### src/rtl/qracc_cfg.svh
`ifndef QRACC_CFG_SVH
`define QRACC_CFG_SVH

// Activation vector shape
`define QRACC_IN_BITS     4
`define QRACC_IN_ELEMS    8

// Weight rows, one output each
`define QRACC_OUT_ELEMS   4

// Datapath widths
`define QRACC_ACC_BITS    16
`define QRACC_OUT_BITS    8

// Activation store
`define QRACC_BUF_DEPTH   4

// Command port
`define QRACC_ADDR_BITS   2
`define QRACC_DATA_BITS   32

// Output scaling configuration
`define QRACC_SCALE_BITS  8
`define QRACC_SHIFT_BITS  4

`endif

### src/rtl/qracc_pkg.sv
`include "qracc_cfg.svh"

package qracc_pkg;

    // --------------------------------------------------
    // Command encoding
    // --------------------------------------------------

    typedef enum logic [1:0] {
        CMD_WR_ACT = 2'd0,  // data word -> activation buffer[addr]
        CMD_WR_WGT = 2'd1,  // data[7:0] -> weight row addr
        CMD_WR_CFG = 2'd2,  // scale = data[7:0], shift = data[11:8]
        CMD_START  = 2'd3   // run MAC on activation buffer[addr]
    } cmd_op_e;

    // --------------------------------------------------
    // Vector types
    // --------------------------------------------------

    // Element i at bits 4i+3 : 4i
    typedef logic [`QRACC_IN_ELEMS-1:0][`QRACC_IN_BITS-1:0] act_vec_t;

    // Bit i is the weight for activation element i
    typedef logic [`QRACC_IN_ELEMS-1:0] wgt_row_t;

    // One accumulator per weight row
    typedef logic [`QRACC_OUT_ELEMS-1:0][`QRACC_ACC_BITS-1:0] acc_vec_t;

    // Output j at bits 8j+7 : 8j
    typedef logic [`QRACC_OUT_ELEMS-1:0][`QRACC_OUT_BITS-1:0] out_vec_t;

endpackage

### src/rtl/qracc_ctrl.sv
`timescale 1ns/1ps
`include "qracc_cfg.svh"

module qracc_ctrl (
    input  logic                          clk,
    input  logic                          rst_n_i,

    // Host command strobe
    input  logic                          cmd_valid_i,
    input  qracc_pkg::cmd_op_e            cmd_op_i,
    input  logic [`QRACC_ADDR_BITS-1:0]   cmd_addr_i,
    input  logic [`QRACC_DATA_BITS-1:0]   cmd_data_i,
    input  logic                          result_valid_i,
    output logic                          busy_o,

    // Activation buffer
    output logic                          buf_wr_en_o,
    output logic                          buf_rd_en_o,
    output logic [`QRACC_ADDR_BITS-1:0]   buf_addr_o,
    output qracc_pkg::act_vec_t           buf_wr_data_o,

    // Weights and MAC start
    output logic                          wgt_wr_en_o,
    output logic [`QRACC_ADDR_BITS-1:0]   wgt_row_o,
    output qracc_pkg::wgt_row_t           wgt_data_o,
    output logic                          start_mac_o,

    // Scaler configuration
    output logic [`QRACC_SCALE_BITS-1:0]  scale_o,
    output logic [`QRACC_SHIFT_BITS-1:0]  shift_o
);

    import qracc_pkg::*;

    logic                          accept;
    logic                          cfg_wr;
    logic                          start_req;
    logic                          busy_q;
    logic                          rd_req_q;
    logic                          start_q;
    logic [`QRACC_ADDR_BITS-1:0]   rd_addr_q;
    logic [`QRACC_SCALE_BITS-1:0]  scale_q;
    logic [`QRACC_SHIFT_BITS-1:0]  shift_q;

    // --------------------------------------------------
    // Command decode
    // --------------------------------------------------

    // Commands arriving while busy are dropped
    assign accept = cmd_valid_i && !busy_q;

    always_comb begin
        buf_wr_en_o = 1'b0;
        wgt_wr_en_o = 1'b0;
        cfg_wr      = 1'b0;
        start_req   = 1'b0;
        if (accept) begin
            case (cmd_op_i)
                CMD_WR_ACT: buf_wr_en_o = 1'b1;
                CMD_WR_WGT: wgt_wr_en_o = 1'b1;
                CMD_WR_CFG: cfg_wr      = 1'b1;
                default:    start_req   = 1'b1;
            endcase
        end
    end

    // Writes take effect on the accepting edge
    assign buf_wr_data_o = cmd_data_i;
    assign wgt_row_o     = cmd_addr_i;
    assign wgt_data_o    = cmd_data_i[`QRACC_IN_ELEMS-1:0];

    // Read address is held from the start command
    assign buf_addr_o  = rd_req_q ? rd_addr_q : cmd_addr_i;
    assign buf_rd_en_o = rd_req_q;
    assign start_mac_o = start_q;

    // --------------------------------------------------
    // Start sequencing
    // --------------------------------------------------

    always_ff @(posedge clk or negedge rst_n_i) begin
        if (!rst_n_i) begin
            busy_q    <= 1'b0;
            rd_req_q  <= 1'b0;
            start_q   <= 1'b0;
            rd_addr_q <= '0;
        end else begin
            rd_req_q <= start_req;
            // start_mac lines up with valid buffer read data
            start_q  <= rd_req_q;
            if (start_req) begin
                busy_q    <= 1'b1;
                rd_addr_q <= cmd_addr_i;
            end else if (result_valid_i) begin
                busy_q <= 1'b0;
            end
        end
    end

    assign busy_o = busy_q;

    // Scale and shift registers
    always_ff @(posedge clk or negedge rst_n_i) begin
        if (!rst_n_i) begin
            scale_q <= `QRACC_SCALE_BITS'(1);
            shift_q <= '0;
        end else if (cfg_wr) begin
            scale_q <= cmd_data_i[`QRACC_SCALE_BITS-1:0];
            shift_q <= cmd_data_i[`QRACC_SCALE_BITS +: `QRACC_SHIFT_BITS];
        end
    end

    assign scale_o = scale_q;
    assign shift_o = shift_q;

endmodule

### src/rtl/activation_buffer.sv
`timescale 1ns/1ps
`include "qracc_cfg.svh"

module activation_buffer #(
    parameter int DEPTH = `QRACC_BUF_DEPTH
) (
    input  logic                         clk,
    input  logic                         rst_n_i,

    input  logic                         wr_en_i,
    input  logic                         rd_en_i,
    input  logic [`QRACC_ADDR_BITS-1:0]  addr_i,
    input  qracc_pkg::act_vec_t          wr_data_i,
    output qracc_pkg::act_vec_t          rd_data_o
);

    import qracc_pkg::*;

    // Index bits actually used for the given depth
    localparam int IDX_BITS = (DEPTH > 1) ? $clog2(DEPTH) : 1;

    act_vec_t              mem [DEPTH];
    act_vec_t              rd_data_q;
    logic [IDX_BITS-1:0]   idx;

    assign idx = addr_i[IDX_BITS-1:0];

    // --------------------------------------------------
    // Storage and registered read
    // --------------------------------------------------

    always_ff @(posedge clk or negedge rst_n_i) begin
        if (!rst_n_i) begin
            for (int k = 0; k < DEPTH; k++) begin
                mem[k] <= '0;
            end
            rd_data_q <= '0;
        end else begin
            if (wr_en_i) begin
                mem[idx] <= wr_data_i;
            end
            // Holds the last vector when no read is requested
            if (rd_en_i) begin
                rd_data_q <= mem[idx];
            end
        end
    end

    assign rd_data_o = rd_data_q;

endmodule

### src/rtl/seq_acc.sv
`timescale 1ns/1ps
`include "qracc_cfg.svh"

module seq_acc (
    input  logic                         clk,
    input  logic                         rst_n_i,

    // Weight row writes
    input  logic                         wgt_wr_en_i,
    input  logic [`QRACC_ADDR_BITS-1:0]  wgt_row_i,
    input  qracc_pkg::wgt_row_t          wgt_data_i,

    // Activation vector in, accumulators out
    input  logic                         mac_valid_i,
    input  qracc_pkg::act_vec_t          mac_data_i,
    output logic                         valid_o,
    output qracc_pkg::acc_vec_t          mac_data_o
);

    import qracc_pkg::*;

    localparam int PLANE_BITS = $clog2(`QRACC_IN_BITS);
    localparam int CNT_BITS   = $clog2(`QRACC_IN_ELEMS + 1);

    wgt_row_t                weights [`QRACC_OUT_ELEMS];
    act_vec_t                act_q;
    acc_vec_t                acc_q;
    logic [PLANE_BITS-1:0]   plane_q;
    logic                    running_q;
    logic                    valid_q;

    act_vec_t                cur_vec;
    logic [PLANE_BITS-1:0]   cur_plane;
    acc_vec_t                acc_base;
    acc_vec_t                acc_next;

    // --------------------------------------------------
    // Weight rows
    // --------------------------------------------------

    always_ff @(posedge clk or negedge rst_n_i) begin
        if (!rst_n_i) begin
            for (int r = 0; r < `QRACC_OUT_ELEMS; r++) begin
                weights[r] <= '0;
            end
        end else if (wgt_wr_en_i) begin
            weights[wgt_row_i] <= wgt_data_i;
        end
    end

    // --------------------------------------------------
    // Bit-serial shift-accumulate
    // --------------------------------------------------

    // On the load edge the MSB plane comes straight from the input
    // with a cleared accumulator
    assign cur_vec   = mac_valid_i ? mac_data_i : act_q;
    assign cur_plane = mac_valid_i ? PLANE_BITS'(`QRACC_IN_BITS - 1) : plane_q;
    assign acc_base  = mac_valid_i ? '0 : acc_q;

    always_comb begin
        logic [CNT_BITS-1:0] cnt;
        for (int j = 0; j < `QRACC_OUT_ELEMS; j++) begin
            cnt = '0;
            for (int i = 0; i < `QRACC_IN_ELEMS; i++) begin
                cnt = cnt + CNT_BITS'(cur_vec[i][cur_plane] & weights[j][i]);
            end
            acc_next[j] = {acc_base[j][`QRACC_ACC_BITS-2:0], 1'b0}
                        + `QRACC_ACC_BITS'(cnt);
        end
    end

    // Plane counter and done pulse
    always_ff @(posedge clk or negedge rst_n_i) begin
        if (!rst_n_i) begin
            running_q <= 1'b0;
            plane_q   <= '0;
            valid_q   <= 1'b0;
        end else begin
            valid_q <= 1'b0;
            if (mac_valid_i) begin
                running_q <= 1'b1;
                plane_q   <= PLANE_BITS'(`QRACC_IN_BITS - 2);
            end else if (running_q) begin
                if (plane_q == '0) begin
                    running_q <= 1'b0;
                    valid_q   <= 1'b1;
                end else begin
                    plane_q <= plane_q - 1'b1;
                end
            end
        end
    end

    always_ff @(posedge clk) begin
        if (mac_valid_i) begin
            act_q <= mac_data_i;
        end
        if (mac_valid_i || running_q) begin
            acc_q <= acc_next;
        end
    end

    assign valid_o    = valid_q;
    assign mac_data_o = acc_q;

endmodule

### src/rtl/output_scaler.sv
`timescale 1ns/1ps
`include "qracc_cfg.svh"

module output_scaler (
    input  logic                          clk,
    input  logic                          rst_n_i,

    input  logic                          wx_valid_i,
    input  qracc_pkg::acc_vec_t           wx_i,
    input  logic [`QRACC_SCALE_BITS-1:0]  output_scale_i,
    input  logic [`QRACC_SHIFT_BITS-1:0]  output_shift_i,

    output logic                          y_valid_o,
    output qracc_pkg::out_vec_t           y_o
);

    import qracc_pkg::*;

    localparam int PROD_BITS = `QRACC_ACC_BITS + `QRACC_SCALE_BITS;

    out_vec_t  y_next;
    out_vec_t  y_q;
    logic      y_valid_q;

    // --------------------------------------------------
    // Scale, shift and saturate
    // --------------------------------------------------

    always_comb begin
        logic [PROD_BITS-1:0] prod;
        logic [PROD_BITS-1:0] shifted;
        for (int j = 0; j < `QRACC_OUT_ELEMS; j++) begin
            prod    = PROD_BITS'(wx_i[j]) * PROD_BITS'(output_scale_i);
            shifted = prod >> output_shift_i;
            // Clamp anything above the 8-bit range
            if (|shifted[PROD_BITS-1:`QRACC_OUT_BITS]) begin
                y_next[j] = '1;
            end else begin
                y_next[j] = shifted[`QRACC_OUT_BITS-1:0];
            end
        end
    end

    // Result word is held until the next valid
    always_ff @(posedge clk or negedge rst_n_i) begin
        if (!rst_n_i) begin
            y_valid_q <= 1'b0;
            y_q       <= '0;
        end else begin
            y_valid_q <= wx_valid_i;
            if (wx_valid_i) begin
                y_q <= y_next;
            end
        end
    end

    assign y_valid_o = y_valid_q;
    assign y_o       = y_q;

endmodule

### src/rtl/qr_acc_top.sv
`timescale 1ns/1ps
`include "qracc_cfg.svh"

module qr_acc_top (
    input  logic                         clk,
    input  logic                         rst_n_i,

    input  logic                         cmd_valid_i,
    input  qracc_pkg::cmd_op_e           cmd_op_i,
    input  logic [`QRACC_ADDR_BITS-1:0]  cmd_addr_i,
    input  logic [`QRACC_DATA_BITS-1:0]  cmd_data_i,

    output logic                         busy_o,
    output logic                         result_valid_o,
    output qracc_pkg::out_vec_t          result_data_o
);

    import qracc_pkg::*;

    // --------------------------------------------------
    // Internal wiring
    // --------------------------------------------------

    logic                          buf_wr_en;
    logic                          buf_rd_en;
    logic [`QRACC_ADDR_BITS-1:0]   buf_addr;
    act_vec_t                      buf_wr_data;
    act_vec_t                      buf_rd_data;

    logic                          wgt_wr_en;
    logic [`QRACC_ADDR_BITS-1:0]   wgt_row;
    wgt_row_t                      wgt_data;
    logic                          start_mac;

    logic                          acc_valid;
    acc_vec_t                      acc_data;
    logic [`QRACC_SCALE_BITS-1:0]  scale;
    logic [`QRACC_SHIFT_BITS-1:0]  shift;

    // Decode
    qracc_ctrl u_qracc_ctrl (
        .clk            (clk),
        .rst_n_i        (rst_n_i),
        .cmd_valid_i    (cmd_valid_i),
        .cmd_op_i       (cmd_op_i),
        .cmd_addr_i     (cmd_addr_i),
        .cmd_data_i     (cmd_data_i),
        .result_valid_i (result_valid_o),
        .busy_o         (busy_o),
        .buf_wr_en_o    (buf_wr_en),
        .buf_rd_en_o    (buf_rd_en),
        .buf_addr_o     (buf_addr),
        .buf_wr_data_o  (buf_wr_data),
        .wgt_wr_en_o    (wgt_wr_en),
        .wgt_row_o      (wgt_row),
        .wgt_data_o     (wgt_data),
        .start_mac_o    (start_mac),
        .scale_o        (scale),
        .shift_o        (shift)
    );

    activation_buffer #(
        .DEPTH          (`QRACC_BUF_DEPTH)
    ) u_activation_buffer (
        .clk            (clk),
        .rst_n_i        (rst_n_i),
        .wr_en_i        (buf_wr_en),
        .rd_en_i        (buf_rd_en),
        .addr_i         (buf_addr),
        .wr_data_i      (buf_wr_data),
        .rd_data_o      (buf_rd_data)
    );

    // Execute
    seq_acc u_seq_acc (
        .clk            (clk),
        .rst_n_i        (rst_n_i),
        .wgt_wr_en_i    (wgt_wr_en),
        .wgt_row_i      (wgt_row),
        .wgt_data_i     (wgt_data),
        .mac_valid_i    (start_mac),
        .mac_data_i     (buf_rd_data),
        .valid_o        (acc_valid),
        .mac_data_o     (acc_data)
    );

    // Result
    output_scaler u_output_scaler (
        .clk            (clk),
        .rst_n_i        (rst_n_i),
        .wx_valid_i     (acc_valid),
        .wx_i           (acc_data),
        .output_scale_i (scale),
        .output_shift_i (shift),
        .y_valid_o      (result_valid_o),
        .y_o            (result_data_o)
    );

endmodule

### config.mk
export PLATFORM = sky130hd
export DESIGN_NAME = qr_acc_top
export DESIGN_NICKNAME = d
export VERILOG_FILES = /design/src/rtl/qracc_pkg.sv /design/src/rtl/qracc_ctrl.sv /design/src/rtl/activation_buffer.sv /design/src/rtl/seq_acc.sv /design/src/rtl/output_scaler.sv /design/src/rtl/qr_acc_top.sv
export VERILOG_INCLUDE_DIRS = /design/src /design/src/rtl
export SDC_FILE = /design/constraint.sdc
export NUM_CORES = 2
export LEC_CHECK = 0
export BUFFER_PORTS_ARGS = -buffer_cell sky130_fd_sc_hd__buf_2
export CAP_MARGIN = 10
export CORE_ASPECT_RATIO = 0.5
export CORE_MARGIN = 5
export CORE_UTILIZATION = 60
export CTS_CLUSTER_SIZE = 14
export DETAILED_ROUTE_END_ITERATION = 6
export HOLD_SLACK_MARGIN = 0.05
export PLACE_DENSITY = 0.75
export SLEW_MARGIN = 20
export SYNTH_ARGS = -nofsm -noshare
export SYNTH_HDL_FRONTEND = slang
export SYNTH_SLANG_ARGS = --single-unit
### constraint.sdc
create_clock -name clk -period 11.9 [get_ports clk]
set_input_delay 1.19 -clock clk [delete_from_list [all_inputs] [get_ports clk]]
set_output_delay 1.19 -clock clk [all_outputs]
set_load 0.03 [all_outputs]
[After elaboration in Yosys (flattened, before gate mapping)]
Cells that the tools add are included.
Operators by class
  reductions and logical operators: 15
  $mul: 4
  bitwise logic cells: 34
  equal/unequal tests: 3
  add/sub/neg operators: 33
  div/mod/pow operators: 0
  mux-type cells: 52
  $lt $le $gt $ge: 5
  shift-type cells: 4
Operator list (count)
  128-bit bitwise mux: 1
  32-bit two-way mux: 4
  4-bit adder: 28
  16-bit by 8-bit multiplier with 24-bit output: 4
  24-bit by 4-bit right shift with 24-bit output: 4
  16-bit by 4-bit adder with 16-bit output: 4
  32-bit binary-select mux with 2-bit select: 1
  32-bit demux with 2-bit select: 1
  16-bit OR reduction: 4
  63-bit two-way mux: 1
  8-bit two-way mux: 5
  1-bit AND: 32
  32-bit bitwise mux: 1
  1-bit two-way mux: 24
  1-bit binary-select mux with 2-bit select: 8
  8-bit demux with 2-bit select: 1
  2-bit two-way mux: 5
  3-bit >= comparator (second input constant): 2
  3-bit by 1-bit < comparator with 1-bit output (second input constant): 2
  2-bit NOT with 3-bit output: 2
  2-bit zero test: 2
  2-bit nonzero test: 2
  1-bit logical AND: 3
  2-bit by 3-bit < comparator with 1-bit output (second input constant): 1
  other kinds (8): 8
Word-level totals
  input port bits: 39
  word-level logic and storage cells: 220
  bits in latches: 0
  memories: 0
  flip-flop bits (word level): 342
  output and inout bits: 34
  bits in read-only memories: 0
  RAM bits: 0

[Longest topological paths before layout]
  depth after elaboration: 12
  depth in mapped cells: 23

[Hierarchy]
A second synthesis with hierarchy kept.
Unflattened totals
  cell total of the unflattened synthesis: 3826
  area, all modules: 36428.7 um2
By module, submodules not included
  output_scaler: area an instance 21524.4 um2, cells each 2633, sequential area each 825.8 um2, instances 1
  seq_acc: area an instance 6994.2 um2, cells each 620, sequential area each 3463.3 um2, instances 1
  activation_buffer: area an instance 6876.6 um2, cells each 490, sequential area each 4003.8 um2, instances 1
  qracc_ctrl: area an instance 1033.5 um2, cells each 83, sequential area each 426.7 um2, instances 1

[Worst setup path before layout]
Ideal clock, no wire load.
  kind: reg2reg
  start: reg u_qracc_ctrl.scale_q[2], in the netlist u_qracc_ctrl.scale_o[2]
  end: reg u_output_scaler.y_q, in the netlist u_output_scaler.y_o[21]
  buffers on the path: 2
  period minus slack after synthesis: 6.222 ns
  stages on the path, launching flop included: 23
  required time: 11.774 ns
  arrival time: 6.096 ns
  path slack: 5.678 ns
  cells stage by stage: dfrtp_1 -> clkbuf_1 -> clkbuf_1 -> nand2_1 -> fa_1 -> inv_1 -> fa_1 -> inv_1 -> fa_1 -> fa_1 -> inv_1 -> ha_1 -> a211o_1 -> a21oi_2 -> a211oi_1 -> or4b_1 -> a31oi_1 -> nor3_1 -> o41a_1 -> nand2_1 -> nand3_1 -> a221o_1 -> o32a_1
Between the ends
  word-level cells in the longest chain between the ends: 4
RTL lines
  from (decl): RTL line qracc_ctrl.sv:42  | logic [`QRACC_SCALE_BITS-1:0] scale_q;
  from (signal assigned): RTL line qracc_ctrl.sv:105  | scale_q <= `QRACC_SCALE_BITS'(1);
  from (signal assigned): RTL line qracc_ctrl.sv:108  | scale_q <= cmd_data_i[`QRACC_SCALE_BITS-1:0];
  16-bit by 8-bit multiplier with 24-bit output (*): RTL line output_scaler.sv:33  | prod = PROD_BITS'(wx_i[j]) * PROD_BITS'(output_scale_i);
  24-bit by 4-bit right shift with 24-bit output (*): RTL line output_scaler.sv:34  | shifted = prod >> output_shift_i;
  16-bit OR reduction: RTL line output_scaler.sv:36  | if (|shifted[PROD_BITS-1:`QRACC_OUT_BITS]) begin
  8-bit two-way mux (*): RTL line output_scaler.sv:36
  to (signal assigned): RTL line output_scaler.sv:52  | y_q <= y_next;
  to (decl): RTL line output_scaler.sv:22  | out_vec_t y_q;
Every way passes the cells marked *; elsewhere a longest branch is shown, timed or not.
A chain may end at the register's enable or synchronous reset.

[Worst setup path in the final report]
  start: reg u_qracc_ctrl.scale_q[4], in the netlist u_qracc_ctrl.scale_o[4]
  end: reg u_output_scaler.y_q, in the netlist u_output_scaler.y_o[24]
The elaborated chain is that of the path after synthesis.

==> metrics.csv <==
metric,value,unit
most frequent cells in the layout,"nand2_1, inv_1, fa_1, and2_1, mux2_2",
# port buffers,72,
Area growth syn-to-layout,5.32,%
Vias,27397,
ANT nets after route,0,
total CTS buffers,35,
largest family of logic cells by synthesized area,adder cells,
Vias/cell,6.07,
Max Fanout on Critical Path,42,
Slew Limit Headroom,0.225,
clk sink count,342,
nets,4298,
# setup viols final,0,
"commonest non-fill, non-tap cell in the layout",nand2_1,
GRT Total Usage,0.288,
"Min Clock Period, post-route",7230,ps
vias in the first global route,27588,
Final Wtd Congestion,0.928,
syn_area_per_cell,9.33,µm²
async set-reset flop share out of synthesis,0.719,
TritonCTS clock tree,done,
chip width,354,µm
sequential-to-total area share from yosys stat,0.245,
yosys synthesis warning count,0,
Max Cap Viol,0,
Max Fclk,138,MHz
RSZ-0062 raised after global routing,no,
latest clock arrival within the worst-skew pair,570,ps
CP Data Required Time,12350,ps
Worst setup EP type,flop,
xor/xnor share of the synthesized area,0.0276,
Tcrit/Tclk final,0.607,
Starting DRT DRC Count,2538,
mux cell area share after synthesis,0.100,
"EDFF count, synth",64,
Final Hold Viols,0,
DRC Markers,0,
grt total ovfl,0,
layout cells sized above 1,0.125,
"Slew Viols, Final",0,
die area,64500,µm²
critical path arrival,7680,ps
hold_buf cts,0,
Synth Register Bits,342,
Simple-Gate Fraction of Synth Area,0.161,
First-pass DRT Iterations,6,
Core Rows,63,
Main synth FF type,dfrtp_1,
Hold Path Class,reg2reg,
post-cts resize count,0,
Slew @ Worst Pin,1150,ps
post-CTS setup repair buffer count,0,
Detail Placement HPWL,67600,µm
status,completed,
Clk Tree Root Cell,clkbuf_16,
IO Pins,73,
nature of the critical path startpoint,flop,
core area,59000,µm²
"Reg clk slew, reported paths",70,ps
compound-cell area share of the yosys netlist,0.126,
initial core utilization,0.603,
Mapped Nets,4404,
clk buf depth,3,
Yosys cell types,89,
Netlist Area Pre-Place,35500,µm²
Max Clock Skew,42.9,ps
WL/cell,20.3,µm
Die H,182,µm
largest net degree at the start of global routing,126,
Total Wirelength,91700,µm
Mapped Cells,3808,
Final TNS setup,0,ps
antenna violations before repair,6,
CTS H-tree depth,2,
global-route wire length before repair,150000,µm
Post-Synth Adder-Cell Area,0.271,
crit path kind,reg2reg,
cell usage after synthesis (13+ instances only):
cell      count  area, µm²
o21a_1       20        150
nand2b_1     15       93.8
nor2b_1      44        275
and2_1      275       1720
o22a_1       36        315
clkbuf_1    211        792
nor2_1      153        574
xor2_1       45        394
fa_1        356       7130
nand2_1     525       1970
mux4_2       13        293
or3_1        23        144
o22ai_1      14       87.6
dfrtp_1     245       6130
nand4_1      16        100
buf_1        30        113
dfxtp_1      32        641
a21o_1       40        300
o21ai_0     114        571
mux2i_1      53        531
edfxtp_1     64       1920
mux2_2      243       2740
o211ai_1     24        180
xnor2_1      65        569
a21oi_1     158        791
a31oi_1      49        307
nand3_1      37        185
and3_1       17        106
ha_1        201       2510
a211oi_1     77        578
nor3_1       26        130
inv_1       393       1480
state kept, by name (all words and copies together) (netlist names), 2 cells and up:
register                       cells
u_activation_buffer.mem          128
u_seq_acc.mac_data_o              64
u_activation_buffer.rd_data_o     32
u_output_scaler.y_o               32
u_seq_acc.act_q                   32
u_seq_acc.weights                 32
u_qracc_ctrl.scale_o               8
u_qracc_ctrl.shift_o               4
u_qracc_ctrl.rd_addr_q             2
u_seq_acc.plane_q                  2
final timing paths:
path	start	to	slack [ps]	cells past startpoint
worst max-delay path	u_qracc_ctrl.scale_o[4]	u_output_scaler.y_o[24]	4670	19
worst min-delay path	u_seq_acc.valid_o	u_output_scaler.y_valid_o	430	0
worst max register to register	u_qracc_ctrl.scale_o[4]	u_output_scaler.y_o[24]	4670	19
worst min register to register	u_seq_acc.valid_o	u_output_scaler.y_valid_o	430	0
max in group asynchronous	rst_n_i	u_qracc_ctrl.start_mac_o	9670	2
min in group asynchronous	rst_n_i	u_activation_buffer.mem[84]	730	1
critical path, stage by stage (launching register included):
cell      delay (ps)
dfrtp_2          690
buf_4            550
nand2_1          130
fa_1             380
inv_1             80
fa_1             440
fa_1             570
fa_1             430
ha_1             360
o21ai_0          120
o21ai_0          400
a21oi_1          200
o31ai_1          990
mux2i_1          240
o221ai_1         180
o22a_1           220
or4b_1           450
a22oi_1          200
a21oi_1          230
o22a_1           230
area by class of cell:
cell class | count | area, µm²
Antenna cell | 4 | 10.0
Clock buffer | 54 | 1020
Clock inverter | 9 | 161
Fill cell | 4868 | 21500
Inverter | 395 | 1480
Multi-Input combinational cell | 2825 | 24400
Sequential cell | 342 | 8730
Tap cell | 780 | 976
Timing Repair Buffer | 103 | 616
cells by family (layout without fill, tap and decap cells):
kind of cell / Yosys count / after routing
AND/OR/NAND/NOR: 1186 / 1186
AO/OA/AOI/OAI: 662 / 662
buffers and inverters: 641 / 561
adder cells (fa/ha/maj): 557 / 557
flip-flops: 342 / 342
multiplexers: 309 / 309
XOR/XNOR: 111 / 111
other: 0 / 4
per-stage QoR:
step                      utilization  area, µm²  worst slack, ps  hold WS (ps)  std cells
final                           0.635      37400             4670           426       4512
after global routing            0.635      37400             4340           444       4511
after CTS                       0.635      37400             4790           438       4508
after detailed placement        0.615      36200             4820           426       4445
after global placement          0.614      36200             4880           430       4444
after floorplan                     -      35500             5680           352       3808
metal layers:
| metal | share of wire | up-vias | routed length, µm | global-route usage |
|---|---|---|---|---|
| li1 | - | 12571 | - | - |
| met1 | 0.47 | 13625 | 42900 | 0.439 |
| met4 | 0.0083 | 4 | 758 | 0.0396 |
| met5 | 0.00094 | - | 86 | 0.00889 |
| met2 | 0.41 | 1129 | 37300 | 0.410 |
| met3 | 0.12 | 68 | 10700 | 0.0932 |
Power is left out: the tool's default activity adds up to more than one toggle a clock period on the data nets, which glitch-free logic cannot reach.
